[config.mk]
export PLATFORM = sky130hd
export DESIGN_NAME = port_arbiter
export DESIGN_NICKNAME = d
export VERILOG_FILES = /design/src/logic/switch_pkg.sv /design/src/logic/port_arbiter.sv
export VERILOG_INCLUDE_DIRS = /design/src /design/src/logic
export SDC_FILE = /design/constraint.sdc
export NUM_CORES = 1
export LEC_CHECK = 0
export ABC_CLOCK_PERIOD_IN_PS = 3100
export BUFFER_PORTS_ARGS = -buffer_cell sky130_fd_sc_hd__buf_2
export CAP_MARGIN = 20
export CORE_ASPECT_RATIO = 1.1
export CORE_MARGIN = 2
export CORE_UTILIZATION = 40
export DETAILED_ROUTE_END_ITERATION = 8
export GPL_TIMING_DRIVEN = 0
export PLACE_DENSITY = 0.79
export REMOVE_ABC_BUFFERS = 1
export SKIP_CTS_REPAIR_TIMING = 1
export SYNTH_ARGS = -nofsm -noshare
export SYNTH_HDL_FRONTEND = slang
export SYNTH_SLANG_ARGS = --single-unit
[constraint.sdc]
create_clock -name clk -period 3.1 [get_ports clk]
set_clock_uncertainty 0.05 [all_clocks]
set_input_delay 0.155 -clock clk [delete_from_list [all_inputs] [get_ports clk]]
set_output_delay 0.155 -clock clk [all_outputs]
set_load 0.01 [all_outputs]
[src/logic/switch_macros.svh]
`ifndef SWITCH_MACROS_SVH
`define SWITCH_MACROS_SVH

// port count and datapath widths
`define SW_PORTS 4
`define SW_DATA_W 8
`define SW_LEN_W 11

// destination and source MAC, in bytes
`define SW_HDR_BYTES 12

// address table, 256 entries
`define SW_TBL_AW 8

// egress frame credits
`define SW_CREDIT_INIT 2
`define SW_CREDIT_W 3

`endif
[src/logic/switch_pkg.sv]
`include "switch_macros.svh"

package switch_pkg;

	// receive descriptor as written by the MAC
	typedef struct packed {
		logic err;
		logic [3:0] rsvd;
		logic [`SW_LEN_W-1:0] len;	// bytes incl. addresses
	} rx_desc_t;

	// address bytes in wire order, destination first
	typedef struct packed {
		logic [47:0] da;
		logic [47:0] sa;
	} mac_hdr_t;

	// one byte of the output stream
	typedef struct packed {
		logic sof;
		logic dv;
		logic [`SW_PORTS-1:0] port_map;
		logic [`SW_DATA_W-1:0] data;
	} tx_beat_t;

	typedef enum logic [2:0] {
		IDLE,
		POP,
		HEAD,
		LOOKUP,
		WAIT_CREDIT,
		EMIT,
		DRAIN
	} fsm_state_t;

endpackage

[src/logic/port_arbiter.sv]
`timescale 1ns/1ps
`include "switch_macros.svh"

module port_arbiter (
	input  logic clk,
	input  logic rst_n,
	input  switch_pkg::rx_desc_t [`SW_PORTS-1:0] rx_desc,
	input  logic [`SW_PORTS-1:0] rx_desc_empty,
	output logic [`SW_PORTS-1:0] rx_desc_rd,
	input  logic [`SW_PORTS-1:0][`SW_DATA_W-1:0] rx_data,
	output logic [`SW_PORTS-1:0] rx_data_rd,
	input  logic busy,
	input  logic desc_pop,
	input  logic data_rd,
	output logic desc_valid,
	output switch_pkg::rx_desc_t desc,
	output logic [$clog2(`SW_PORTS)-1:0] src_port,
	output logic [`SW_DATA_W-1:0] data_byte
);
	localparam int pw = $clog2(`SW_PORTS);

	logic [pw-1:0] rr_ptr;	// first port to search
	logic [pw-1:0] grant_q;
	logic [pw-1:0] pick;
	logic [pw-1:0] idx;
	logic [pw-1:0] sel;
	logic found;

	// first non-empty port from rr_ptr on, wrapping
	always_comb begin
		pick = rr_ptr;
		found = 1'b0;
		for (int i = 0; i < `SW_PORTS; i++) begin
			idx = rr_ptr + pw'(i);
			if (!found && !rx_desc_empty[idx]) begin
				pick = idx;
				found = 1'b1;
			end
		end
	end

	assign desc_valid = !busy && found;
	assign sel = busy ? grant_q : pick;	// held grant once a frame is running
	assign desc = rx_desc[sel];
	assign src_port = sel;
	assign data_byte = rx_data[grant_q];

	always_ff @(posedge clk) begin
		if (!rst_n) begin
			rr_ptr <= '0;
			grant_q <= '0;
		end else if (desc_valid) begin
			grant_q <= pick;
			rr_ptr <= pick + 1'b1;
		end
	end

	always_comb begin
		for (int p = 0; p < `SW_PORTS; p++) begin
			rx_desc_rd[p] = desc_pop && (grant_q == pw'(p));
			rx_data_rd[p] = data_rd && (grant_q == pw'(p));
		end
	end

endmodule

==> run metrics <==
result of the run=finished clean; Hold Vio Cnt, Final=0; vias in the first global route=2492; crit path DAT=2600 ps; DR vias=2691; num ports=140; last element of the critical path=desc[15]; DRT iter0 DRCs=173; Area Growth Syn to Fin=39.77%; commonest non-fill, non-tap cell in the layout=buf_2; worst hold path class=input pin to flop; post-synthesis average cell area=7.322 sq um; worst-margin pin slew=837.2 ps; CP endpoint kind=primary output; Global Route Usage Sum=0.2580; DIE HEIGHT=76.77 microns; Synth Instances=263; top cells by area, synth=nor3_1 13%, a2111oi_0 10%, mux4_2 9.4%; most frequent cells in the layout=139 x buf_2, 48 x nor3_1, 22 x a2111oi_0; Worst Path Max Fanout=18; Die ar.=0.005386 sq mm; Power Density=307.7 mW/mm^2; Reg2Reg Setup Slack=1270 ps; DRC viols=0; CTS Root Buffer Type=clkbuf_8; TritonCTS Buffers=3; H-tree Lvls=1; Reg2Reg Depth=5; DP Area=0.002601 sq mm; fin area=0.002691 sq mm; ys flop type=dfxtp_1; Hold Path Depth=2; Via density=6.200; Reg clk slew, reported paths=30 ps; FMAX=356.5 MHz; # diodes=0; Worst R2R End=rr_ptr[1]; Worst Setup SP=rr_ptr[0]; die width=70.16 microns; clk buf depth=2; DRT Pass-1 Iters=6; clock sink count=4; YS warnings=0; Synth area leader=nor3_1; Post-synth EDFFs=0; Setup Viol. Count Final=0; worst hold-check slack=162.2 ps; library cells used by synthesis=43; pin count of the biggest net entering global routing=41; share of the synthesized area in the top cell type=0.1274; Core Region=0.004652 sq mm; Worst slew margin=0.4411; r2r startpoint=rr_ptr[0]; met3 GRT Util=0.03679; critical path class=flop to primary output; Remaining Overflow, GRT=0; initial antenna violation count=0; Post-synth ARST share=0; GR Util met1=0.2960; insertion delay to the later sink of the worst-skew pair=220 ps; Final Max Slew Viols=0; required time worst endpoint=2890 ps; layout cell share with drive strength beyond 1=0.4947; Rows=26; global routing's busiest layer=met2; Max Cap Violations=0; RSZ-0062 raised after global routing=false; Nets=485; global placement routability congestion=0.7841; ANT nets after route=0; CTS tree=built; sequential area share after synthesis=0.04159; CP Launch Type=flop; Initial Util=0.4139; GR Util met2=0.4914; DRT Wirelength=7337 microns; post-synthesis register bit count=4; port bufs=139; Leak=1.180 nW; Post-Route Utilization=0.5785; minimum clock period=2805 ps; wire length of the first global-routing pass=11690 microns; fin crit share=0.9049; VDD IR-drop max=127.6 uV; WL/cell=16.91 microns; mapped cell area=0.001926 sq mm; dpl hpwl=5356 microns
==> cells by family after synthesis <==
group                     count (synthesis)  share of synthesized area
AOI/OAI and AO/OA                        94                     0.4393
buffers and inverters                    54                     0.1189
xor gates and xnor gates                  2                   0.009098
muxes                                    10                     0.1040
and+or+nand+nor                          99                     0.2872
DFF                                       4                    0.04159
==> sequential cells by signal, summed over array words and instances (netlist names) <==
name and count:
rr_ptr 2, grant_q 2
==> layout make-up <==
cell class	count	area, sq um
clock buffer	3	41.29
fill	436	1961
inverter	19	71.32
multi-input combinational	205	1650
sequential	4	80.08
tap	56	70.07
timing repair buffer	147	778.2
==> cells in the mapped netlist, types with 4 or more instances <==
cell,number
a221oi_2,9
a22oi_1,16
o21ai_0,16
dfxtp_1,4
nor2b_1,5
clkbuf_1,25
a221oi_1,7
a2111oi_2,10
nand2_1,6
a2111oi_0,22
buf_2,6
nand2b_1,18
mux4_2,8
inv_1,19
nor3_1,49
==> through the flow <==
| stage | TNS, ps | worst slack (ps) | total power [mW] | instances |
|---|---|---|---|---|
| after floorplan | 0 | 146.0 | 0.4480 | 228 |
| after global placement | -11210 | -695.1 | 0.6629 | 423 |
| after detailed placement | -23.91 | -12.04 | 0.6999 | 427 |
| after CTS | -3814 | -260.1 | 0.8137 | 430 |
| after global routing | 0 | 16.94 | 0.8940 | 434 |
| final | 0 | 294.9 | 0.8280 | 434 |
==> routing by layer <==
layer	vias to the layer above	share of wire
li1	1283	-
met1	1234	0.38
met2	164	0.51
met3	10	0.099
met4	0	0.014
met5	-	0
==> worst max-delay path, cell delays in order, from the launching register on <==
cell and delay, ps:
dfxtp_1 530, nor2_2 110, or3_4 490, a211o_4 490, and2_4 280, a221oi_1 300
buf_2 180
==> power breakdown <==
group / switching, mW / internal (mW)
Combinational: 0.341 / 0.284
Sequential: 0.0323 / 0.0598
Clock: 0.0277 / 0.0829
Total: 0.401 / 0.427
==> how the worst min path moves through the flow <==
stage	from	end	slack [ps]
2_1_floorplan	rst_n	rr_ptr[0]	230
3_3_place_gp	rst_n	rr_ptr[0]	380
3_5_place_dp	rst_n	rr_ptr[0]	400
4_1_cts	rst_n	rr_ptr[0]	170
5_1_grt	rst_n	grant_q[0]	180
6_report	rst_n	rr_ptr[0]	160
No activity file was read; power rests on OpenSTA's default activity.
