## config.mk

```make
export PLATFORM = sky130hd
export DESIGN_NAME = credit_pool
export DESIGN_NICKNAME = d
export VERILOG_FILES = /design/src/logic/credit_pool.sv
export VERILOG_INCLUDE_DIRS = /design/src /design/src/logic
export SDC_FILE = /design/constraint.sdc
export NUM_CORES = 1
export LEC_CHECK = 0
export BUFFER_PORTS_ARGS = -buffer_cell sky130_fd_sc_hd__buf_2
export CORE_ASPECT_RATIO = 0.75
export CORE_MARGIN = 2
export CORE_UTILIZATION = 46
export DETAILED_ROUTE_END_ITERATION = 10
export GPL_ROUTABILITY_DRIVEN = 0
export HOLD_SLACK_MARGIN = 0.03
export PLACE_DENSITY_LB_ADDON = 0.3
export SYNTH_ARGS = -nofsm -noshare
export SYNTH_HDL_FRONTEND = slang
export SYNTH_SLANG_ARGS = --single-unit
```

## constraint.sdc

```tcl
create_clock -name clk -period 5.25 [get_ports clk]
set_input_delay 0.525 -clock clk [delete_from_list [all_inputs] [get_ports clk]]
set_output_delay 0.525 -clock clk [all_outputs]
set_load 0.02 [all_outputs]
```

## src/logic/switch_macros.svh

```systemverilog
`ifndef SWITCH_MACROS_SVH
`define SWITCH_MACROS_SVH

// port count and datapath widths
`define SW_PORTS 4
`define SW_DATA_W 8
`define SW_LEN_W 11

// destination and source MAC, in bytes
`define SW_HDR_BYTES 12

// address table, 256 entries
`define SW_TBL_AW 8

// egress frame credits
`define SW_CREDIT_INIT 2
`define SW_CREDIT_W 3

`endif
```

## src/logic/credit_pool.sv

```systemverilog
`timescale 1ns/1ps
`include "switch_macros.svh"

module credit_pool (
	input  logic clk,
	input  logic rst_n,
	input  logic [`SW_PORTS-1:0] dest_map,
	input  logic credit_take,
	input  logic [`SW_PORTS-1:0] tx_credit,
	output logic credit_ok
);
	localparam logic [`SW_CREDIT_W-1:0] cmax = '1;
	localparam logic [`SW_CREDIT_W-1:0] cinit = `SW_CREDIT_W'(`SW_CREDIT_INIT);

	logic [`SW_PORTS-1:0] has_credit;

	for (genvar p = 0; p < `SW_PORTS; p++) begin : g_port
		logic [`SW_CREDIT_W-1:0] credits;
		logic dec;

		assign has_credit[p] = credits != '0;
		assign dec = credit_take && dest_map[p] && has_credit[p];

		always_ff @(posedge clk) begin
			if (!rst_n)
				credits <= cinit;
			else if (tx_credit[p] && !dec && credits != cmax)
				credits <= credits + 1'b1;	// saturates at cmax
			else if (dec && !tx_credit[p])
				credits <= credits - 1'b1;
		end
	end

	// ports outside the map don't matter
	assign credit_ok = &(has_credit | ~dest_map);

endmodule

```

==> run summary, run 1 <==
status: finished clean
Clk pwr share: 16.8%
Tot GR Track Use: 18.8%
dominant synthesized flop cell: dfxtp_1
max reg flops: 12
initial antenna violation count: 0
Hold Slack: 0.547 ns
Compound-Gate Fraction of Synth Area: 30.3%
Synth Area in Simple Gates: 28.9%
Internal: 209 uW
RSZ-0062 raised after global routing: no
residual DRC count: 0
Worst Path Max Fanout: 11
Largest regs: g_port.credits (12)
routed via count: 1001
ys async rst share: 0%
Worst Tran Pin Value: 0.432 ns
latest clock arrival within the worst-skew pair: 0.27 ns
hold buffers post-CTS: 0
Worst EP required: 4.72 ns
vias in the first global route: 861
Pleak: 0.414 nW
Final min period: 2.23 ns
Mean Syn Cell Area: 8.03 sq um
total gr overflow: 0
Root Driver: clkbuf_4
Die W: 57.5 microns
fmax: 0.449 GHz
Mapped Cells: 123
top-count cell post-synth: nand2_1
Post-Syn Area: 987 sq um
setup violators final: 0
final net count: 148
final setup margin: 3.02 ns
first-pass GRT wire length: 3700 microns
Critical Path AT: 1.70 ns
setup TNS: 0 ns
largest family of logic cells by synthesized area: compound AO/OA/AOI/OAI gates
ant diodes: 0
Sw Share: 40.5%
H-tree lvl count: 1
Initial Utilization: 49.0%
Die ar.: 2540 sq um
Logic pwr share: 40.0%
Peak VDD IR: 0.000232 V
synth unique cells: 39
Largest Register: g_port.credits
Buffers on Ports: 11
Inst Count DP: 152
CTS sink count: 12
register bit total from synthesis: 12
Synth Area in XOR/XNOR: 1.77%
final core occ: 53.0%
Via density: 6.46
critical path class: reg -> out
post-route ant nets: 0
DRT iter0 DRCs: 44
final wirelength: 2160 microns
top cells by area, synth: dfxtp_1, fa_1, nor3_1
first-pass detailed-route iteration total: 4
design area: 1070 sq um
Rel. slew slack: 71.2%
Core Box Area: 2010 sq um
Post-CTS Setup Bufs: 0
share of the synthesized area in the top cell type: 24.3%
post_cts resized: 0
Synth Area in Adders: 8.11%
Net Switching: 142 uW
dpl cell area: 1050 sq um
Avg WL per Cell: 13.9 microns
most frequent cells after synthesis: nand2_1, dfxtp_1, nor3_1
Max Slew Vio Count: 0
Clock Path Buffers: 2
Ys Warns: 0
CTS tree: done
Pwr per Cell Area: 329 nW/um^2
fraction of layout cells with a size suffix above 1: 16.0%
worst hold path class: reg -> reg
clk_skew: 0.000347 ns
register area share after synthesis: 24.3%
Ports: 12
cell taking the most area after synthesis: dfxtp_1
Worst setup EP type: output port
# rows: 14
number of max-cap violations: 0
DIE HEIGHT: 44.1 microns
Hold Vio Cnt, Final: 0
Post-synth EDFFs: 0
CTS buffer count: 3
CP startpoint kind: register
post-detail-place hpwl: 1570 microns
part of the power in registers: 43.2%
pre-CTS setup slack: 2.90 ns
total chip power: 352 uW
Post-Layout Cell Count: 155
Worst-path clk slew: 0.08 ns
period utilization: 42.5%
largest net degree at the start of global routing: 15
P&R area growth vs syn: 8.24%
mux cell area share after synthesis: 2.03%
syn nets: 138
==> placed cells by master, fill, tap and decap left out, types with 3 or more instances in the layout <==
cell type  Yosys  final
a211oi_1       3      3
a221oi_1       3      3
a22oi_1        3      3
a311oi_1       3      3
and2_1         3      3
buf_2          1     11
clkbuf_4       0      3
dfxtp_1       12     12
fa_1           4      4
inv_1          5      5
nand2_1       13     13
nor2_1         6      6
nor3_1        12     12
o211ai_1       4      4
o21ai_0       11     11
o221ai_1       3      3
==> routing by layer <==
metal	GRT usage [%]	vias up	wire length, microns
met3	4.39	6	107
met4	6.51	0	32
met2	32.3	33	1020
met5	0	-	0
met1	23.3	471	995
li1	-	491	-
==> power by group through the flow <==
stage	logic (mW)	registers [mW]	clock network, mW
2_1_floorplan	0.118	0.142	0
3_3_place_gp	0.135	0.152	0
3_5_place_dp	0.141	0.154	0
4_1_cts	0.142	0.151	0.0605
5_1_grt	0.164	0.158	0.0651
6_report	0.140	0.152	0.0592
==> final cells by class <==
type | count | area [sq um]
clock buffers | 3 | 22.5
fillers | 180 | 946
inverters | 5 | 18.8
multi-input cells | 100 | 702
flip-flops and latches | 12 | 240
well taps | 24 | 30.0
repair buffers | 11 | 55.1
==> critical path: stages (launching register included) <==
cell and delay [ns]:
dfxtp_1 0.40, or4b_2 0.68, o21ai_0 0.10, a221oi_1 0.07, buf_2 0.18
==> worst paths after layout <==
check / start / end / slack (ns) / cells after the start
setup / recovery: g_port[0].credits[2] / credit_ok / 3.02 / 4
hold / removal: g_port[3].credits[2] / g_port[3].credits[2] / 0.55 / 1
setup reg to reg: g_port[0].credits[0] / g_port[0].credits[2] / 3.15 / 8
hold reg to reg: g_port[3].credits[2] / g_port[3].credits[2] / 0.55 / 1
==> cell families (layout without fill, tap and decap cells) <==
family | count (synthesis) | count (layout)
XOR/XNOR | 2 | 2
buffers and inverters | 11 | 19
adder cells (fa/ha/maj) | 4 | 4
AND/OR/NAND/NOR | 52 | 52
multiplexers | 2 | 2
flip-flops | 12 | 12
AO/OA/AOI/OAI | 40 | 40
Note: power is estimated with default switching activity, not from simulation.
==> run 2: changes to the inputs <==
==> constraint.sdc (replaced) <==
create_clock -name clk -period 2.2 [get_ports clk]
set_input_delay 0.22 -clock clk [delete_from_list [all_inputs] [get_ports clk]]
set_output_delay 0.22 -clock clk [all_outputs]
set_load 0.02 [all_outputs]
==> run 2 against run 1 <==
Register-to-register slack worse by 3.0 ns. Critical path depth is 4 higher. Sequential share of layout area fell by 0.74 points. Via count is 1.2% lower. Highest routed layer unchanged.
==> run summary, run 2 (same netlist as run 1, synthesis figures left out) <==
status: finished clean
total chip power: 902 uW (+160%)
CTS buffer count: 3 (unchanged)
Ports: 12 (unchanged)
routed via count: 989 (-1.2%)
commonest non-fill, non-tap cell in the layout: nand2_1
Pwr per Cell Area: 816 nW/um^2 (+150%)
ant diodes: 0 (unchanged)
CTS tree: done
total gr overflow: 0 (unchanged)
Max Slew Vio Count: 0 (unchanged)
# rows: 14 (unchanged)
hold buffers post-CTS: 0 (unchanged)
Reg2Reg Depth: 8 (unchanged)
Die W: 57.5 microns (unchanged)
Hold Crit Depth: 2 (+1)
Initial Utilization: 49.0% (unchanged)
Logic pwr share: 41.3% (+1.3 points)
area occupied by multi-input gates: 702 sq um (unchanged)
post-route ant nets: 0 (unchanged)
CP startpoint kind: register
Pleak: 0.436 nW (+5.3%)
Inst Count DP: 155 (+2.0%)
DIE HEIGHT: 44.1 microns (unchanged)
final wirelength: 2210 microns (+2.3%)
Worst-path clk slew: 0.09 ns (about the same)
Post-Layout Cell Count: 159 (+2.6%)
Clk pwr share: 20.3% (+3.5 points)
first-pass GRT wire length: 3780 microns (+2.2%)
first-pass detailed-route iteration total: 4 (unchanged)
Final min period: 2.04 ns
Post-CTS Setup Bufs: 0 (unchanged)
Tot GR Track Use: 19.0% (+0.20 points)
setup TNS: 0 ns (unchanged)
post-detail-place hpwl: 1630 microns (+4.1%)
Avg WL per Cell: 13.9 microns (-0.30%)
CTS sink count: 12 (unchanged)
Hold Slack: 0.266 ns (-0.281 ns)
final net count: 151 (+2.0%)
worst hold path class: in -> reg
Peak VDD IR: 0.000601 V (+160%)
P&R area growth vs syn: 11.9%
number of max-cap violations: 0 (unchanged)
initial antenna violation count: 0 (unchanged)
clk_skew: 0.00373 ns (+0.00338 ns)
setup violators final: 0 (unchanged)
Worst EP required: 2.43 ns (-2.29 ns)
Buffers on Ports: 11 (unchanged)
part of the power in registers: 38.4% (-4.8 points)
vias in the first global route: 870 (+1.0%)
fillcell total: 185 (+2.8%)
RSZ-0062 raised after global routing: no
Net Switching: 351 uW (+150%)
r2r endpoint: g_port[0].credits[2]
Rel. slew slack: 70.3% (-0.91 points)
largest net degree at the start of global routing: 15 (unchanged)
commonest cells after routing, fill and taps aside: nand2_1, nor3_1, dfxtp_1, o21ai_0, buf_2
final core occ: 54.8% (+1.8 points)
period utilization: 92.5%
Core Box Area: 2010 sq um (unchanged)
Internal: 551 uW (+160%)
fmax: 0.491 GHz
residual DRC count: 0 (unchanged)
Largest Register: g_port.credits
H-tree lvl count: 1 (unchanged)
Largest regs: g_port.credits (12)
latest clock arrival within the worst-skew pair: 0.28 ns (about the same)
Hold Vio Cnt, Final: 0 (unchanged)
WHS Endpoint: g_port[2].credits[1]
Sw Share: 38.9% (-1.6 points)
Via density: 6.22 (-3.7%)
max reg flops: 12 (unchanged)
Clock Path Buffers: 2 (unchanged)
DRT iter0 DRCs: 64 (+45%)
reg2reg start: g_port[0].credits[0]
total area of sequential cells: 240 sq um (unchanged)
post_cts resized: 0 (unchanged)
Root Driver: clkbuf_4
critical path class: reg -> reg
min-delay src: rst_n
Worst setup EP type: register
Worst Tran Pin Value: 0.445 ns (+0.0137 ns)
Worst Path Max Fanout: 5 (-6)
Critical Path AT: 2.26 ns (+0.56 ns)
Die ar.: 2540 sq um (unchanged)
fraction of layout cells with a size suffix above 1: 18.5% (+2.5 points)
r2r setup slk: 0.16 ns (-2.99 ns)
-- run 2: per-stage QoR --
step | instance area, sq um | setup slack (ns)
after floorplan | 987 | 0.255
after global placement | 1070 | 0.208
after detailed placement | 1070 | 0.155
after CTS | 1100 | 0.164
after global routing | 1100 | 0.0185
final | 1100 | 0.164
-- run 2: layout make-up --
type	instances	area share, %
flip-flops and latches	12	21.7
clock buffers	4	3.28
inverters	5	1.70
repair buffers	14	7.02
well taps	24	2.72
multi-input cells	100	63.5
-- run 2: per-layer routing --
metal  share of wire, %  wire length, microns  GRT usage (%)
met5                  0                     0              0
met4               0.54                    12           4.65
met3                4.9                   107           4.39
met2                 48                  1060           31.8
met1                 47                  1030           25.0
-- run 2: worst max path at each step --
stage,from,end,slack [ns],cells past startpoint
after CTS,g_port[0].credits[0],g_port[0].credits[2],0.16,8
after detailed placement,credit_take,g_port[2].credits[2],0.16,10
after global placement,credit_take,g_port[2].credits[2],0.21,10
after global routing,g_port[0].credits[0],g_port[0].credits[2],0.02,8
final,g_port[0].credits[0],g_port[0].credits[2],0.16,8
after floorplan,g_port[0].credits[0],g_port[0].credits[2],0.25,8
-- run 2: power groups by stage --
stage | Combinational [mW] | Clock, mW | Sequential [mW]
2_1_floorplan | 0.282 | 0 | 0.338
6_report | 0.372 | 0.183 | 0.347
4_1_cts | 0.374 | 0.186 | 0.344
3_3_place_gp | 0.355 | 0 | 0.347
5_1_grt | 0.429 | 0.201 | 0.355
3_5_place_dp | 0.373 | 0 | 0.349
-- run 2: critical path, cell delays in order (launching register included) --
cell	delay, ns
dfxtp_1	0.36
o211a_1	0.27
nor2_1	0.10
o21ai_0	0.12
fa_1	0.45
nand2_1	0.10
o21ai_0	0.08
a221oi_1	0.30
o221a_2	0.22
==> run 3: changes to the inputs <==
--- a/config.mk
+++ b/config.mk
@@ -7,13 +7,14 @@
 export NUM_CORES = 1
 export LEC_CHECK = 0
 export BUFFER_PORTS_ARGS = -buffer_cell sky130_fd_sc_hd__buf_2
-export CORE_ASPECT_RATIO = 0.75
 export CORE_MARGIN = 2
 export CORE_UTILIZATION = 46
 export DETAILED_ROUTE_END_ITERATION = 10
 export GPL_ROUTABILITY_DRIVEN = 0
 export HOLD_SLACK_MARGIN = 0.03
 export PLACE_DENSITY_LB_ADDON = 0.3
+export RECOVER_POWER = 100
+export SKIP_LAST_GASP = 1
 export SYNTH_ARGS = -nofsm -noshare
 export SYNTH_HDL_FRONTEND = slang
 export SYNTH_SLANG_ARGS = --single-unit
==> run 3 against run 2 <==
Clock-buffer cell count unchanged. Total power fell by 0.22%. Largest power group unchanged. Core utilization rose by 0.66 points. Flip-flop and latch count stayed put. Clock skew up 0.0056 ns. Wire length down 1.2%. Sequential share of layout area fell by 0.12 points. Critical path type unchanged. Worst setup slack worse by 0.048 ns. First-iteration DRC count down 38%.
==> run summary, run 3 (same netlist as run 1, synthesis figures left out) <==
Root Driver: clkbuf_4
Avg WL per Cell: 13.5 microns (-3.0%)
routed via count: 1027 (+3.8%)
final wirelength: 2180 microns (-1.2%)
Pleak: 0.430 nW (-1.4%)
total gr overflow: 0 (unchanged)
Core Box Area: 2000 sq um (-0.62%)
# rows: 16 (+2)
final setup margin: 0.116 ns (-0.0477 ns)
RSZ-0062 raised after global routing: yes
Post-CTS Setup Bufs: 0 (unchanged)
Ports: 12 (unchanged)
Peak VDD IR: 0.000557 V (-7.2%)
Pwr per Cell Area: 810 nW/um^2 (-0.78%)
Worst Path Max Fanout: 6 (+1)
Initial Utilization: 49.3% (+0.31 points)
status: finished clean
Worst Tran Pin Value: 0.453 ns (+0.00791 ns)
r2r setup slk: 0.12 ns (-0.05 ns)
Reg2Reg Depth: 8 (unchanged)
fraction of layout cells with a size suffix above 1: 18.5% (unchanged)
Final min period: 2.08 ns (+0.0477 ns)
first-pass GRT wire length: 3840 microns (+1.5%)
post-route ant nets: 0 (unchanged)
vias in the first global route: 910 (+4.6%)
Worst setup EP type: register
CTS sink count: 12 (unchanged)
Largest Register: g_port.credits
post-detail-place hpwl: 1600 microns (-2.2%)
Max Slew Vio Count: 0 (unchanged)
setup violators final: 0 (unchanged)
Rel. slew slack: 69.8% (-0.53 points)
Via density: 6.34 (+1.9%)
commonest non-fill, non-tap cell in the layout: nand2_1
fillcell total: 205 (+11%)
DRT iter0 DRCs: 40 (-38%)
max reg flops: 12 (unchanged)
first-pass detailed-route iteration total: 4 (unchanged)
pre-CTS setup slack: 0.0989 ns (-0.0563 ns)
Critical Path AT: 2.32 ns (+0.06 ns)
Die W: 50.3 microns (-12%)
Worst EP required: 2.44 ns (about the same)
period utilization: 94.7% (+2.2 points)
Die ar.: 2530 sq um (-0.15%)
Hold Crit Depth: 2 (unchanged)
final net count: 151 (unchanged)
CTS tree: done
Largest regs: g_port.credits (12)
setup TNS: 0 ns (unchanged)
number of max-cap violations: 0 (unchanged)
clk_skew: 0.00932 ns (+0.00559 ns)
worst hold path class: in -> reg
CP startpoint kind: register
Worst-path clk slew: 0.09 ns (about the same)
P&R area growth vs syn: 12.5%
Hold Vio Cnt, Final: 0 (unchanged)
initial antenna violation count: 0 (unchanged)
CTS buffer count: 3 (unchanged)
residual DRC count: 0 (unchanged)
fmax: 0.480 GHz (-2.3%)
Clock Path Buffers: 2 (unchanged)
largest net degree at the start of global routing: 15 (unchanged)
Tot GR Track Use: 19.3% (+0.29 points)
DIE HEIGHT: 50.3 microns (+14%)
ant diodes: 0 (unchanged)
commonest cells after routing, fill and taps aside: nand2_1, dfxtp_1, nor3_1, o21ai_0, buf_2
critical path class: reg -> reg
latest clock arrival within the worst-skew pair: 0.28 ns (about the same)
H-tree lvl count: 1 (unchanged)
Buffers on Ports: 11 (unchanged)
run 3: where the power goes:
| group | switching [mW] | total [mW] | internal [mW] | leakage, nW |
|---|---|---|---|---|
| logic | 0.189 | 0.370 | 0.181 | 0.309 |
| registers | 0.0810 | 0.347 | 0.266 | 0.0997 |
| clock network | 0.0819 | 0.183 | 0.101 | 0.0210 |
run 3: final timing paths:
check | startpoint | end
max reg2reg | g_port[0].credits[0] | g_port[0].credits[2]
min reg2reg | g_port[0].credits[0] | g_port[0].credits[0]
min | rst_n | g_port[2].credits[1]
max | g_port[0].credits[0] | g_port[0].credits[2]
run 3: what timing repair did:
| action | CTS | global route |
|---|---|---|
| endpoints found under the setup margin | 0 | 3 |
| hold buffers | 0 | 0 |
| resized for setup | 0 | 3 |
run 3: layer usage:
metal / share of wire (%) / wire (microns) / track usage (%) / vias to the layer above
li1: - / - / - / 501
met1: 45 / 991 / 25.9 / 487
met2: 48 / 1050 / 29.2 / 35
met3: 5.1 / 112 / 5.36 / 4
met4: 1.2 / 27 / 7.21 / 0
met5: 0 / 0 / 0 / -
run 3: area by class of cell:
type	instances	area, sq um	share of cell area [%]
tap	27	33.8	3.04
clock buffer	4	36.3	3.27
sequential	12	240	21.6
multi-input combinational	100	709	63.9
inverter	5	18.8	1.69
timing repair buffer	14	72.6	6.53
run 3: critical path: stages (launching register included):
cell	delay [ns]
dfxtp_1	0.36
o211a_1	0.27
nor2_1	0.08
o21ai_0	0.14
fa_2	0.41
nand2_1	0.09
o21ai_0	0.08
a221oi_1	0.37
o221a_2	0.24
run 3: per-stage QoR:
step                util, %  hold WS (ns)  instance area, sq um  cells  total power, mW
global route           55.5         0.265                  1110    162            0.985
floorplan                 -         0.370                   987    123            0.620
global placement       53.6         0.517                  1070    158            0.700
detailed placement     53.6         0.522                  1070    158            0.719
finish                 55.5         0.245                  1110    162            0.900
CTS                    55.4         0.237                  1110    162            0.909
