## src/logic/switch_macros.svh

```systemverilog
`ifndef SWITCH_MACROS_SVH
`define SWITCH_MACROS_SVH

// port count and datapath widths
`define SW_PORTS 4
`define SW_DATA_W 8
`define SW_LEN_W 11

// destination and source MAC, in bytes
`define SW_HDR_BYTES 12

// address table, 256 entries
`define SW_TBL_AW 8

// egress frame credits
`define SW_CREDIT_INIT 2
`define SW_CREDIT_W 3

`endif
```

## src/logic/switch_pkg.sv

```systemverilog
`include "switch_macros.svh"

package switch_pkg;

	// receive descriptor as written by the MAC
	typedef struct packed {
		logic err;
		logic [3:0] rsvd;
		logic [`SW_LEN_W-1:0] len;	// bytes incl. addresses
	} rx_desc_t;

	// address bytes in wire order, destination first
	typedef struct packed {
		logic [47:0] da;
		logic [47:0] sa;
	} mac_hdr_t;

	// one byte of the output stream
	typedef struct packed {
		logic sof;
		logic dv;
		logic [`SW_PORTS-1:0] port_map;
		logic [`SW_DATA_W-1:0] data;
	} tx_beat_t;

	typedef enum logic [2:0] {
		IDLE,
		POP,
		HEAD,
		LOOKUP,
		WAIT_CREDIT,
		EMIT,
		DRAIN
	} fsm_state_t;

endpackage

```

## src/logic/frame_fsm.sv

```systemverilog
`timescale 1ns/1ps
`include "switch_macros.svh"

module frame_fsm (
	input  logic clk,
	input  logic rst_n,
	input  logic desc_valid,
	input  switch_pkg::rx_desc_t desc,
	input  logic [$clog2(`SW_PORTS)-1:0] src_port,
	output logic desc_pop,
	output logic data_rd,
	input  logic [`SW_DATA_W-1:0] data_byte,
	output logic busy,
	output logic hdr_capture,
	output logic hdr_replay,
	input  logic [`SW_DATA_W-1:0] hdr_byte,
	input  switch_pkg::mac_hdr_t hdr,
	output logic lookup_req,
	input  logic lookup_hit,
	input  logic [$clog2(`SW_PORTS)-1:0] lookup_port,
	input  logic credit_ok,
	output logic credit_take,
	output logic [`SW_PORTS-1:0] dest_map,
	output switch_pkg::tx_beat_t tx
);
	import switch_pkg::*;

	localparam logic [`SW_LEN_W-1:0] hdr_len = `SW_LEN_W'(`SW_HDR_BYTES);
	localparam logic [`SW_PORTS-1:0] one_port = `SW_PORTS'(1);

	fsm_state_t state;
	logic [`SW_LEN_W-1:0] cnt;	// bytes read, or beats sent in EMIT
	logic [`SW_LEN_W-1:0] cnt_nx;
	logic [`SW_LEN_W-1:0] len_q;
	logic bad_q;
	logic rd_vld;	// data_byte holds a fresh byte
	logic bcast;
	logic [`SW_PORTS-1:0] src_bit;
	tx_beat_t beat;

	assign cnt_nx = cnt + 1'b1;
	assign busy = state != IDLE;
	assign desc_pop = state == POP;
	assign lookup_req = state == LOOKUP;
	assign hdr_capture = (state == HEAD) && rd_vld;
	assign hdr_replay = (state == EMIT) && (cnt < hdr_len);

	always_comb begin
		case (state)
			HEAD: data_rd = cnt < hdr_len;
			// body read runs one beat ahead of the output
			EMIT: data_rd = (cnt_nx >= hdr_len) && (cnt_nx < len_q);
			DRAIN: data_rd = cnt != len_q;
			default: data_rd = 1'b0;
		endcase
	end

	assign bcast = hdr.da == '1;
	assign src_bit = one_port << src_port;

	always_comb begin
		if (bcast || !lookup_hit)
			dest_map = ~src_bit;	// flood
		else if (lookup_port == src_port)
			dest_map = '0;
		else
			dest_map = one_port << lookup_port;
	end

	assign credit_take = (state == WAIT_CREDIT) && (dest_map != '0) && credit_ok;

	always_ff @(posedge clk) begin
		if (!rst_n) begin
			state <= IDLE;
			cnt <= '0;
			rd_vld <= 1'b0;
		end else begin
			rd_vld <= data_rd;
			case (state)
				IDLE: begin
					cnt <= '0;
					if (desc_valid)
						state <= POP;
				end
				POP: state <= bad_q ? DRAIN : HEAD;
				HEAD: begin
					if (data_rd)
						cnt <= cnt_nx;
					if (rd_vld && cnt == hdr_len)
						state <= LOOKUP;
				end
				LOOKUP: state <= WAIT_CREDIT;
				WAIT_CREDIT: begin
					if (dest_map == '0) begin
						state <= DRAIN;	// body still sits in the FIFO
					end else if (credit_ok) begin
						cnt <= '0;
						state <= EMIT;
					end
				end
				EMIT: begin
					cnt <= cnt_nx;
					if (cnt_nx == len_q)
						state <= IDLE;
				end
				DRAIN: begin
					if (cnt == len_q)
						state <= IDLE;
					else
						cnt <= cnt_nx;
				end
				default: state <= IDLE;
			endcase
		end
	end

	// descriptor is only valid until the pop
	always_ff @(posedge clk) begin
		if (state == IDLE && desc_valid) begin
			len_q <= desc.len;
			bad_q <= desc.err || (desc.len < hdr_len);
		end
	end

	always_comb begin
		beat.sof = (state == EMIT) && (cnt == '0);
		beat.dv = state == EMIT;
		beat.port_map = dest_map;
		beat.data = (cnt < hdr_len) ? hdr_byte : data_byte;
	end

	always_ff @(posedge clk) begin
		if (!rst_n)
			tx <= '0;
		else
			tx <= beat;
	end

endmodule

```

## config.mk

```make
export PLATFORM = sky130hd
export DESIGN_NAME = frame_fsm
export DESIGN_NICKNAME = d
export VERILOG_FILES = /design/src/logic/switch_pkg.sv /design/src/logic/frame_fsm.sv
export VERILOG_INCLUDE_DIRS = /design/src /design/src/logic
export SDC_FILE = /design/constraint.sdc
export NUM_CORES = 1
export LEC_CHECK = 0
export ABC_AREA = 0
export ABC_CLOCK_PERIOD_IN_PS = 5310
export BUFFER_PORTS_ARGS = -buffer_cell sky130_fd_sc_hd__buf_4
export CAP_MARGIN = 20
export CORE_UTILIZATION = 47
export CTS_BUF_LIST = sky130_fd_sc_hd__clkbuf_4 sky130_fd_sc_hd__clkbuf_8 sky130_fd_sc_hd__clkbuf_16
export DETAILED_ROUTE_END_ITERATION = 16
export PLACE_DENSITY = 0.82
export SLEW_MARGIN = 30
export SYNTH_ARGS = -nofsm -noshare
export SYNTH_HDL_FRONTEND = slang
export SYNTH_SLANG_ARGS = --single-unit
export TNS_END_PERCENT = 10
```

## constraint.sdc

```tcl
create_clock -name clk -period 5.31 [get_ports clk]
set_input_delay 1.062 -clock clk [delete_from_list [all_inputs] [get_ports clk]]
set_output_delay 1.062 -clock clk [all_outputs]
set_load 0.05 [all_outputs]
```

==> results.cfg, run 1 <==
[clock_network]
cts_resized = 0
cts.path.max_buffers = 2
cts-root-buf = clkbuf_8
cts_made_buffers = 5
numClockSinks = 41
h-tree-depth = 2
cts_tree = built
clkTransAtPathRegs_ns = 0.08
cts_setup_buffers = 0
hold_buffers = 0
worstSkewPairLatency_ns = 0.30

[logic_synthesis]
avgSynthCellArea_sq_um = 8.82
syn_inst = 309
synth_area_leaders = dfxtp_1, edfxtp_1, mux2i_1
synth_cell_types = 55
synth_top_area_frac = 0.213
syn-cell-area_sq_mm = 0.00272
synth_fp_nets = 458
synth_most_common_cell = nand2_1
yosysWarnings = 0
yosys.area.top_type = dfxtp_1
synth-seq-cells = 41
synth_commonest_cells = nand2_1, dfxtp_1, nor2_1
ys_seq_area_frac = 0.345
ys.flop_type = dfxtp_1
async_flop_share = 0
synth-edff-count = 12

[drt]
dr.pass1.iters = 4
drtIter0Drc = 215
routed_wl_mm = 6.91
num_vias = 2638
routedWlPerCell_um = 14.5
drc = 0
ant_nets = 0
viasPerCell = 5.55

[power]
power.leakage_nw = 1.62
vdd_drop_max_mv = 0.132
pwr_density_cell_mw_per_mm2 = 310
p_total_mw = 1.11

[worst_setup_path]
path_buf_inv = 1
crit_required_ns = 4.25
cpPeakStageDelay_ns = 0.67
cp_cell_sequence = nand4_1 -> nor3_4 -> xor2_1 -> ha_1 -> a21o_1 -> a211oi_1 -> nand2_1 -> o21ai_1 -> buf_4
r2r_slack_ns = 2.33
cp.arrival_ns = 3.13
cp-end-kind = output pin
start_kind = register
crit_path_top_delay_cell = dfxtp_1
critPathTopFamily = simple AND/OR/NAND/NOR gates
worstSetupPathType = reg -> out
path_max_fanout = 13

[sta]
rsz0062_at_grt = false
worst_slack_ns = 1.12
slew_headroom = 0.489
post-route-min-period_ns = 4.19
skew_ns = 0.00604
finalCritPeriodShare = 0.790
hold_viol_final = 0
setup_viol_count_final = 0
tightest_slew_ns = 0.757
slew_violations = 0
clock.fmax_mhz = 238
tns_ns = 0

[hold_path]
min-delay-path-class = reg -> reg

[final_layout]
synthToLayoutAreaGrowth_pct = 32.0
nets = 551
antennaDiodeCount = 0
fin_area_sq_mm = 0.00359
layout-drive-gt1-share = 0.320
nFillCells = 468

[floorplanning]
core_sq_mm = 0.00554
die_area_sq_mm = 0.00610
start_util = 0.492
rows = 27
dieWidth_um = 78.1
chipHeight_um = 78.1
num_io_pins = 162

[placement]
dp_hpwl_mm = 5.52
gp_congestion = 0.941
io_buffers = 109
dp_slack_ns = 1.48
place_area_sq_mm = 0.00348

[flow_run]
maxCapViolations = 0

[global_routing]
grt_pass1_wl_mm = 11.5
antenna_found_initial = 0
grt_usage = 0.241
grt_pass1_vias = 2512
grt_max_degree = 23
grt-ovfl-total = 0

[status]
outcome = completed
-- worst register-to-register path, cell delays in order, from the launching register on --
cell	delay [ns]
dfxtp_1	0.67
nand4_1	0.27
nor3_4	0.40
xor2_1	0.12
ha_1	0.34
nand4_1	0.14
o41ai_1	0.76
o22ai_1	0.15
-- metal layers --
layer | track usage | wire length [um] | up-vias | share of wire
met4 | 0.0944 | 157 | 0 | 0.023
met2 | 0.445 | 3670 | 102 | 0.53
met5 | 0 | 0 | - | 0
li1 | - | - | 1294 | -
met3 | 0.0477 | 404 | 11 | 0.058
met1 | 0.270 | 2680 | 1231 | 0.39
-- cell families (layout without fill, tap and decap cells) --
family,after synthesis,after routing,share of synthesized area
compound gates,40,40,0.102
xor+xnor,23,23,0.0740
fa+ha+maj,13,13,0.0588
buf+inv,39,133,0.0772
flops,41,41,0.345
mux,17,17,0.0625
simple gates,136,136,0.280
-- through the flow --
stage | util | std cells | hold slack (ns)
after floorplan | - | 309 | 0.534
after global placement | 0.629 | 467 | 0.573
after detailed placement | 0.629 | 467 | 0.592
after CTS | 0.648 | 475 | 0.601
after global routing | 0.649 | 475 | 0.643
final | 0.649 | 475 | 0.608
-- layout by cell type (no fill, tap or decap), types with 7 or more instances in the layout --
master / n
o21ai_0: 7
mux2i_1: 17
a21oi_1: 7
buf_4: 109
nand4_1: 23
nand3_1: 12
xnor2_1: 7
nand2_1: 31
inv_1: 15
edfxtp_1: 12
xor2_1: 16
dfxtp_1: 29
and2_1: 11
nor2_1: 23
ha_1: 12
-- area by class of cell --
class | count | area, sq um | share of cell area
sequential | 41 | 941 | 0.262
inverter | 16 | 60.1 | 0.0167
clock buffer | 5 | 68.8 | 0.0191
multi-input combinational | 229 | 1580 | 0.438
clock inverter | 3 | 41.3 | 0.0115
timing repair buffer | 109 | 818 | 0.228
tap | 72 | 90.1 | 0.0251
-- path summary, 6_finish.rpt --
| kind | start | to | cells past startpoint |
|---|---|---|---|
| setup reg to reg | cnt[3] | state[0] | 7 |
| hold reg to reg | cnt[8] | cnt[8] | 2 |
| setup / recovery | cnt[3] | data_rd | 9 |
| hold / removal | cnt[8] | cnt[8] | 2 |
-- where the power goes --
| part | internal, mW | switching, mW |
|---|---|---|
| clock | 0.138 | 0.111 |
| sequential | 0.373 | 0.0516 |
| combinational | 0.177 | 0.262 |
-- sequential cells by signal, indices dropped and copies added, names as in the netlist --
register	cells
bad_q	1
cnt	11
tx	14
state	3
len_q	11
rd_vld	1
Note: power is estimated with default switching activity, not from simulation.
==> inputs of run 2 (changes only) <==
Settings changed: ABC_CLOCK_PERIOD_IN_PS 5310 to 3800, CORE_UTILIZATION 47 to 40, PLACE_DENSITY 0.82 to 0.74.
Clock period 5.31 ns to 3.8 ns, I/O delays scaled along.
==> run 2 against run 1 <==
Design area increased by 1.5%; critical path type unchanged; first-iteration DRC count decreased by 41%; register-to-register slack got worse by 1.2 ns; clock-buffer cell count increased by 1; largest power group unchanged; clock skew increased by 0.0015 ns; die area increased by 17%; wire length increased by 4.8%; final cell count increased by 1.9%; sequential share of layout area decreased by 0.27 points; the flow now finishes with violations (design-rule violations).
==> results.cfg, run 2 (synthesis results as in run 1) <==
[drt]
num_vias = 2620
drtIter0Drc = 127
viasPerCell = 5.41
drc = 2
routed_wl_mm = 7.24
dr.pass1.iters = 10
routedWlPerCell_um = 15.0
ant_nets = 0

[final_layout]
fin_cells = 484
largestRegisters = tx x14, cnt x11, len_q x11
final_common_cell = buf_4
synthToLayoutAreaGrowth_pct = 33.9
final_util = 0.565
largest_reg_flops = 14
layout-drive-gt1-share = 0.337
nets = 555
fin_area_sq_mm = 0.00365
antennaDiodeCount = 0
final_cell_mix = buf_4, nand2_1, dfxtp_1
top_register = tx

[global_routing]
grt_max_degree = 23
grt_pass1_wl_mm = 11.8
grt-ovfl-total = 0
grt_pass1_vias = 2587
grt_usage = 0.208
antenna_found_initial = 0

[clock_network]
numClockSinks = 41
hold_buffers = 0
cts_made_buffers = 5
worstSkewPairLatency_ns = 0.30
h-tree-depth = 2
cts_resized = 1
clkTransAtPathRegs_ns = 0.08
cts_setup_buffers = 0
cts_tree = built
cts.path.max_buffers = 2
cts-root-buf = clkbuf_8

[floorplanning]
chipHeight_um = 84.5
core_sq_mm = 0.00646
num_io_pins = 162
start_util = 0.422
dieWidth_um = 84.5
rows = 29
die_area_sq_mm = 0.00714

[hold_path]
min-delay-path-class = reg -> reg

[power]
vdd_drop_max_mv = 0.191
p_total_mw = 1.57
power.leakage_nw = 1.65
pwr_density_cell_mw_per_mm2 = 430

[sta]
clock.fmax_mhz = 276
tns_ns = 0
finalCritPeriodShare = 0.954
slew_headroom = 0.554
holdWs_ns = 0.553
setup_viol_count_final = 0
worst_slack_ns = 0.175
rsz0062_at_grt = false
post-route-min-period_ns = 3.63
slew_violations = 0
hold_viol_final = 0
skew_ns = 0.00753
tightest_slew_ns = 0.660

[worst_setup_path]
start_kind = register
path_max_fanout = 8
cp-end-kind = output pin
crit_required_ns = 3.04
worstSetupPathType = reg -> out
cp.arrival_ns = 2.87

[placement]
gp_congestion = 0.881
dp_slack_ns = 0.339
io_buffers = 109
dp_hpwl_mm = 5.79
dp_cells = 476
place_area_sq_mm = 0.00352

[status]
outcome = finished, violations left
violations = design-rule violations

[flow_run]
maxCapViolations = 0
run 2: changes by cell type in the layout (fill, tap and decap cells not counted):
cell,change
buf_4,+4
clkbuf_4,+1
ha_4,+1
dfxtp_1,-3
dfxtp_2,+3
ha_1,-1
clkinvlp_4,-1
run 2: final timing paths:
kind	start	to	slack, ns	cells after the start
setup / recovery	cnt[5]	data_rd	0.17	9
hold / removal	cnt[4]	cnt[4]	0.55	2
setup reg to reg	cnt[5]	state[0]	1.11	7
hold reg to reg	cnt[4]	cnt[4]	0.55	2
run 2: layout make-up:
cell class                      count  area [sq um]
Tap cell                           77          96.3
Multi-Input combinational cell    229          1590
Timing Repair Buffer              113           848
Clock inverter                      2          33.8
Inverter                           16          60.1
Sequential cell                    41           945
Clock buffer                        6          76.3
Fill cell                         596          2810
run 2: critical path, cell delays in order, from the launching register on:
cell and delay, ns:
dfxtp_1 0.52, nand4_1 0.22, nor3_4 0.37, xor2_1 0.19
ha_1 0.28, a21o_1 0.19, a211oi_1 0.28, nand2_1 0.09
o21ai_1 0.18, buf_4 0.23
run 2: report_power, final:
part	internal, mW	switching (mW)
Combinational	0.249	0.369
Clock	0.201	0.153
Sequential	0.522	0.0728
Total	0.972	0.595
run 2: per-layer routing:
metal  vias up  wire length, um  global-route usage
li1       1295                -                   -
met1      1217             2800               0.238
met2        99             3890               0.383
met3         9              427              0.0423
met4         0              116              0.0755
met5         -                0                   0
==> inputs of run 3 (changes only) <==
--- a/config.mk
+++ b/config.mk
@@ -12,4 +12,4 @@
 export CAP_MARGIN = 20
+export CORE_MARGIN = 3
 export CORE_UTILIZATION = 40
-export CTS_BUF_LIST = sky130_fd_sc_hd__clkbuf_4 sky130_fd_sc_hd__clkbuf_8 sky130_fd_sc_hd__clkbuf_16
 export DETAILED_ROUTE_END_ITERATION = 16
--- a/constraint.sdc
+++ b/constraint.sdc
@@ -3,2 +3,2 @@
 set_output_delay 0.76 -clock clk [all_outputs]
-set_load 0.05 [all_outputs]
+set_load 0.02 [all_outputs]
==> run 3 against run 2 <==
The flow now finishes without violations; sequential power barely moved; combinational power fell by 12%; sequential cell count did not move; die area rose by 9.7%; register-to-register slack improved by 0.17 ns; non-clock buffer count fell by 1; fmax rose by 1.0%; clock-buffer cell count fell by 1; power fell by 9.1%; critical path depth rose by 2; clock skew fell by 0.00079 ns; first-iteration DRC count rose by 68%; critical path type unchanged.
==> results.cfg, run 3 (synthesis results as in run 1) <==
[status]
outcome = completed

[placement]
dp_slack_ns = 0.321
io_buffers = 109
dp_cells = 475
gp_congestion = 0.856
dp_hpwl_mm = 5.86

[worst_setup_path]
path_buf_inv = 1
cp.arrival_ns = 2.83
cpPeakStageDelay_ns = 0.57
path_max_fanout = 11
cp_cell_sequence = ha_4 -> nand3_1 -> xnor2_1 -> ha_1 -> o21ai_0 -> nand2b_1 -> o41ai_1 -> maj3_1 -> o21ai_1 -> o21ai_1 -> buf_4
critPathTopFamily = adder cells
cp-end-kind = output pin
cpMostUsedCell = o21ai_1
crit_path_top_delay_cell = dfxtp_1
worstSetupPathType = reg -> out
start_kind = register
crit_required_ns = 3.04

[power]
pwr_density_cell_mw_per_mm2 = 394
p_total_mw = 1.42
vdd_drop_max_mv = 0.221
power.leakage_nw = 1.63

[sta]
worst_slack_ns = 0.212
slew_violations = 0
tightest_slew_ns = 0.692
tns_ns = 0
setup_viol_count_final = 0
rsz0062_at_grt = false
hold_viol_final = 0
finalCritPeriodShare = 0.944
clock.fmax_mhz = 279
post-route-min-period_ns = 3.59
slew_headroom = 0.538
skew_ns = 0.00674

[clock_network]
cts_setup_buffers = 0
worstSkewPairLatency_ns = 0.30
cts.path.max_buffers = 2
numClockSinks = 41
clkTransAtPathRegs_ns = 0.08
cts_made_buffers = 5
cts-root-buf = clkbuf_8
cts_tree = built
h-tree-depth = 2

[final_layout]
nets = 554
final_cell_mix = buf_4, nand2_1, dfxtp_1
fin_cells = 483
layout-drive-gt1-share = 0.340
largestRegisters = tx x14, cnt x11, len_q x11
largest_reg_flops = 14
top_register = tx
antennaDiodeCount = 0
synthToLayoutAreaGrowth_pct = 32.8
final_common_cell = buf_4
nFillCells = 602
final_util = 0.560

[drt]
dr.pass1.iters = 4
drc = 0
dr.max_layer_used = met4
wl_met3_um = 545
routed_wl_mm = 7.25
routedWlPerCell_um = 15.0
viasPerCell = 5.48
drt-met1-wl_mm = 2.74
ant_nets = 0
routed-wl-met2_mm = 3.82
drtIter0Drc = 213
num_vias = 2647

[floorplanning]
core_sq_mm = 0.00646
dieWidth_um = 88.5
start_util = 0.422
chipHeight_um = 88.5
rows = 29
num_io_pins = 162
die_area_sq_mm = 0.00784

[flow_run]
maxCapViolations = 0

[global_routing]
grt_usage = 0.191
grt_max_degree = 23
grt_pass1_vias = 2580
antenna_found_initial = 0
grt-ovfl-total = 0
grt_pass1_wl_mm = 11.7

[hold_path]
min-delay-path-class = reg -> reg
## run 3: path summary, 6_finish.rpt
kind | start | end | slack [ns] | cells past startpoint
setup / recovery | cnt[0] | data_rd | 0.21 | 11
hold / removal | cnt[4] | cnt[4] | 0.55 | 2
setup reg to reg | cnt[0] | state[0] | 1.28 | 8
hold reg to reg | cnt[4] | cnt[4] | 0.55 | 2
## run 3: cell type report
class	instances	area, sq um	area share
Inverter	16	60.1	0.0166
Clock buffer	5	68.8	0.0190
Clock inverter	3	17.5	0.00484
Sequential cell	41	946	0.262
Timing Repair Buffer	112	841	0.232
Multi-Input combinational cell	229	1590	0.439
Tap cell	77	96.3	0.0266
## run 3: worst min-delay path: cells and delay by family (launching register included)
family,cells,cell delay (ns)
and+or+nand+nor,1,0.07
muxes,1,0.06
DFF,1,0.39
## run 3: power breakdown
group | switching (mW) | leakage [nW] | internal [mW]
Clock | 0.161 | 0.0439 | 0.127
Combinational | 0.297 | 1.23 | 0.247
Sequential | 0.0716 | 0.353 | 0.521
## run 3: what timing repair did
item / 4_1_cts / 5_1_grt
setup endpoints to repair: 1 / 1
hold buffers: 0 / 0
resized for setup: 1 / 5
## run 3: metal layers
| metal | track usage | vias to the layer above |
|---|---|---|
| met4 | 0.0659 | 0 |
| met2 | 0.345 | 105 |
| met1 | 0.222 | 1233 |
| li1 | - | 1299 |
| met3 | 0.0428 | 10 |
| met5 | 0 | - |
## run 3: through the flow
step                      hold slack [ns]  cell area (sq um)
after global routing                0.579               3620
after detailed placement            0.590               3510
after floorplan                     0.534               2720
after CTS                           0.602               3600
final                               0.551               3620
after global placement              0.572               3510
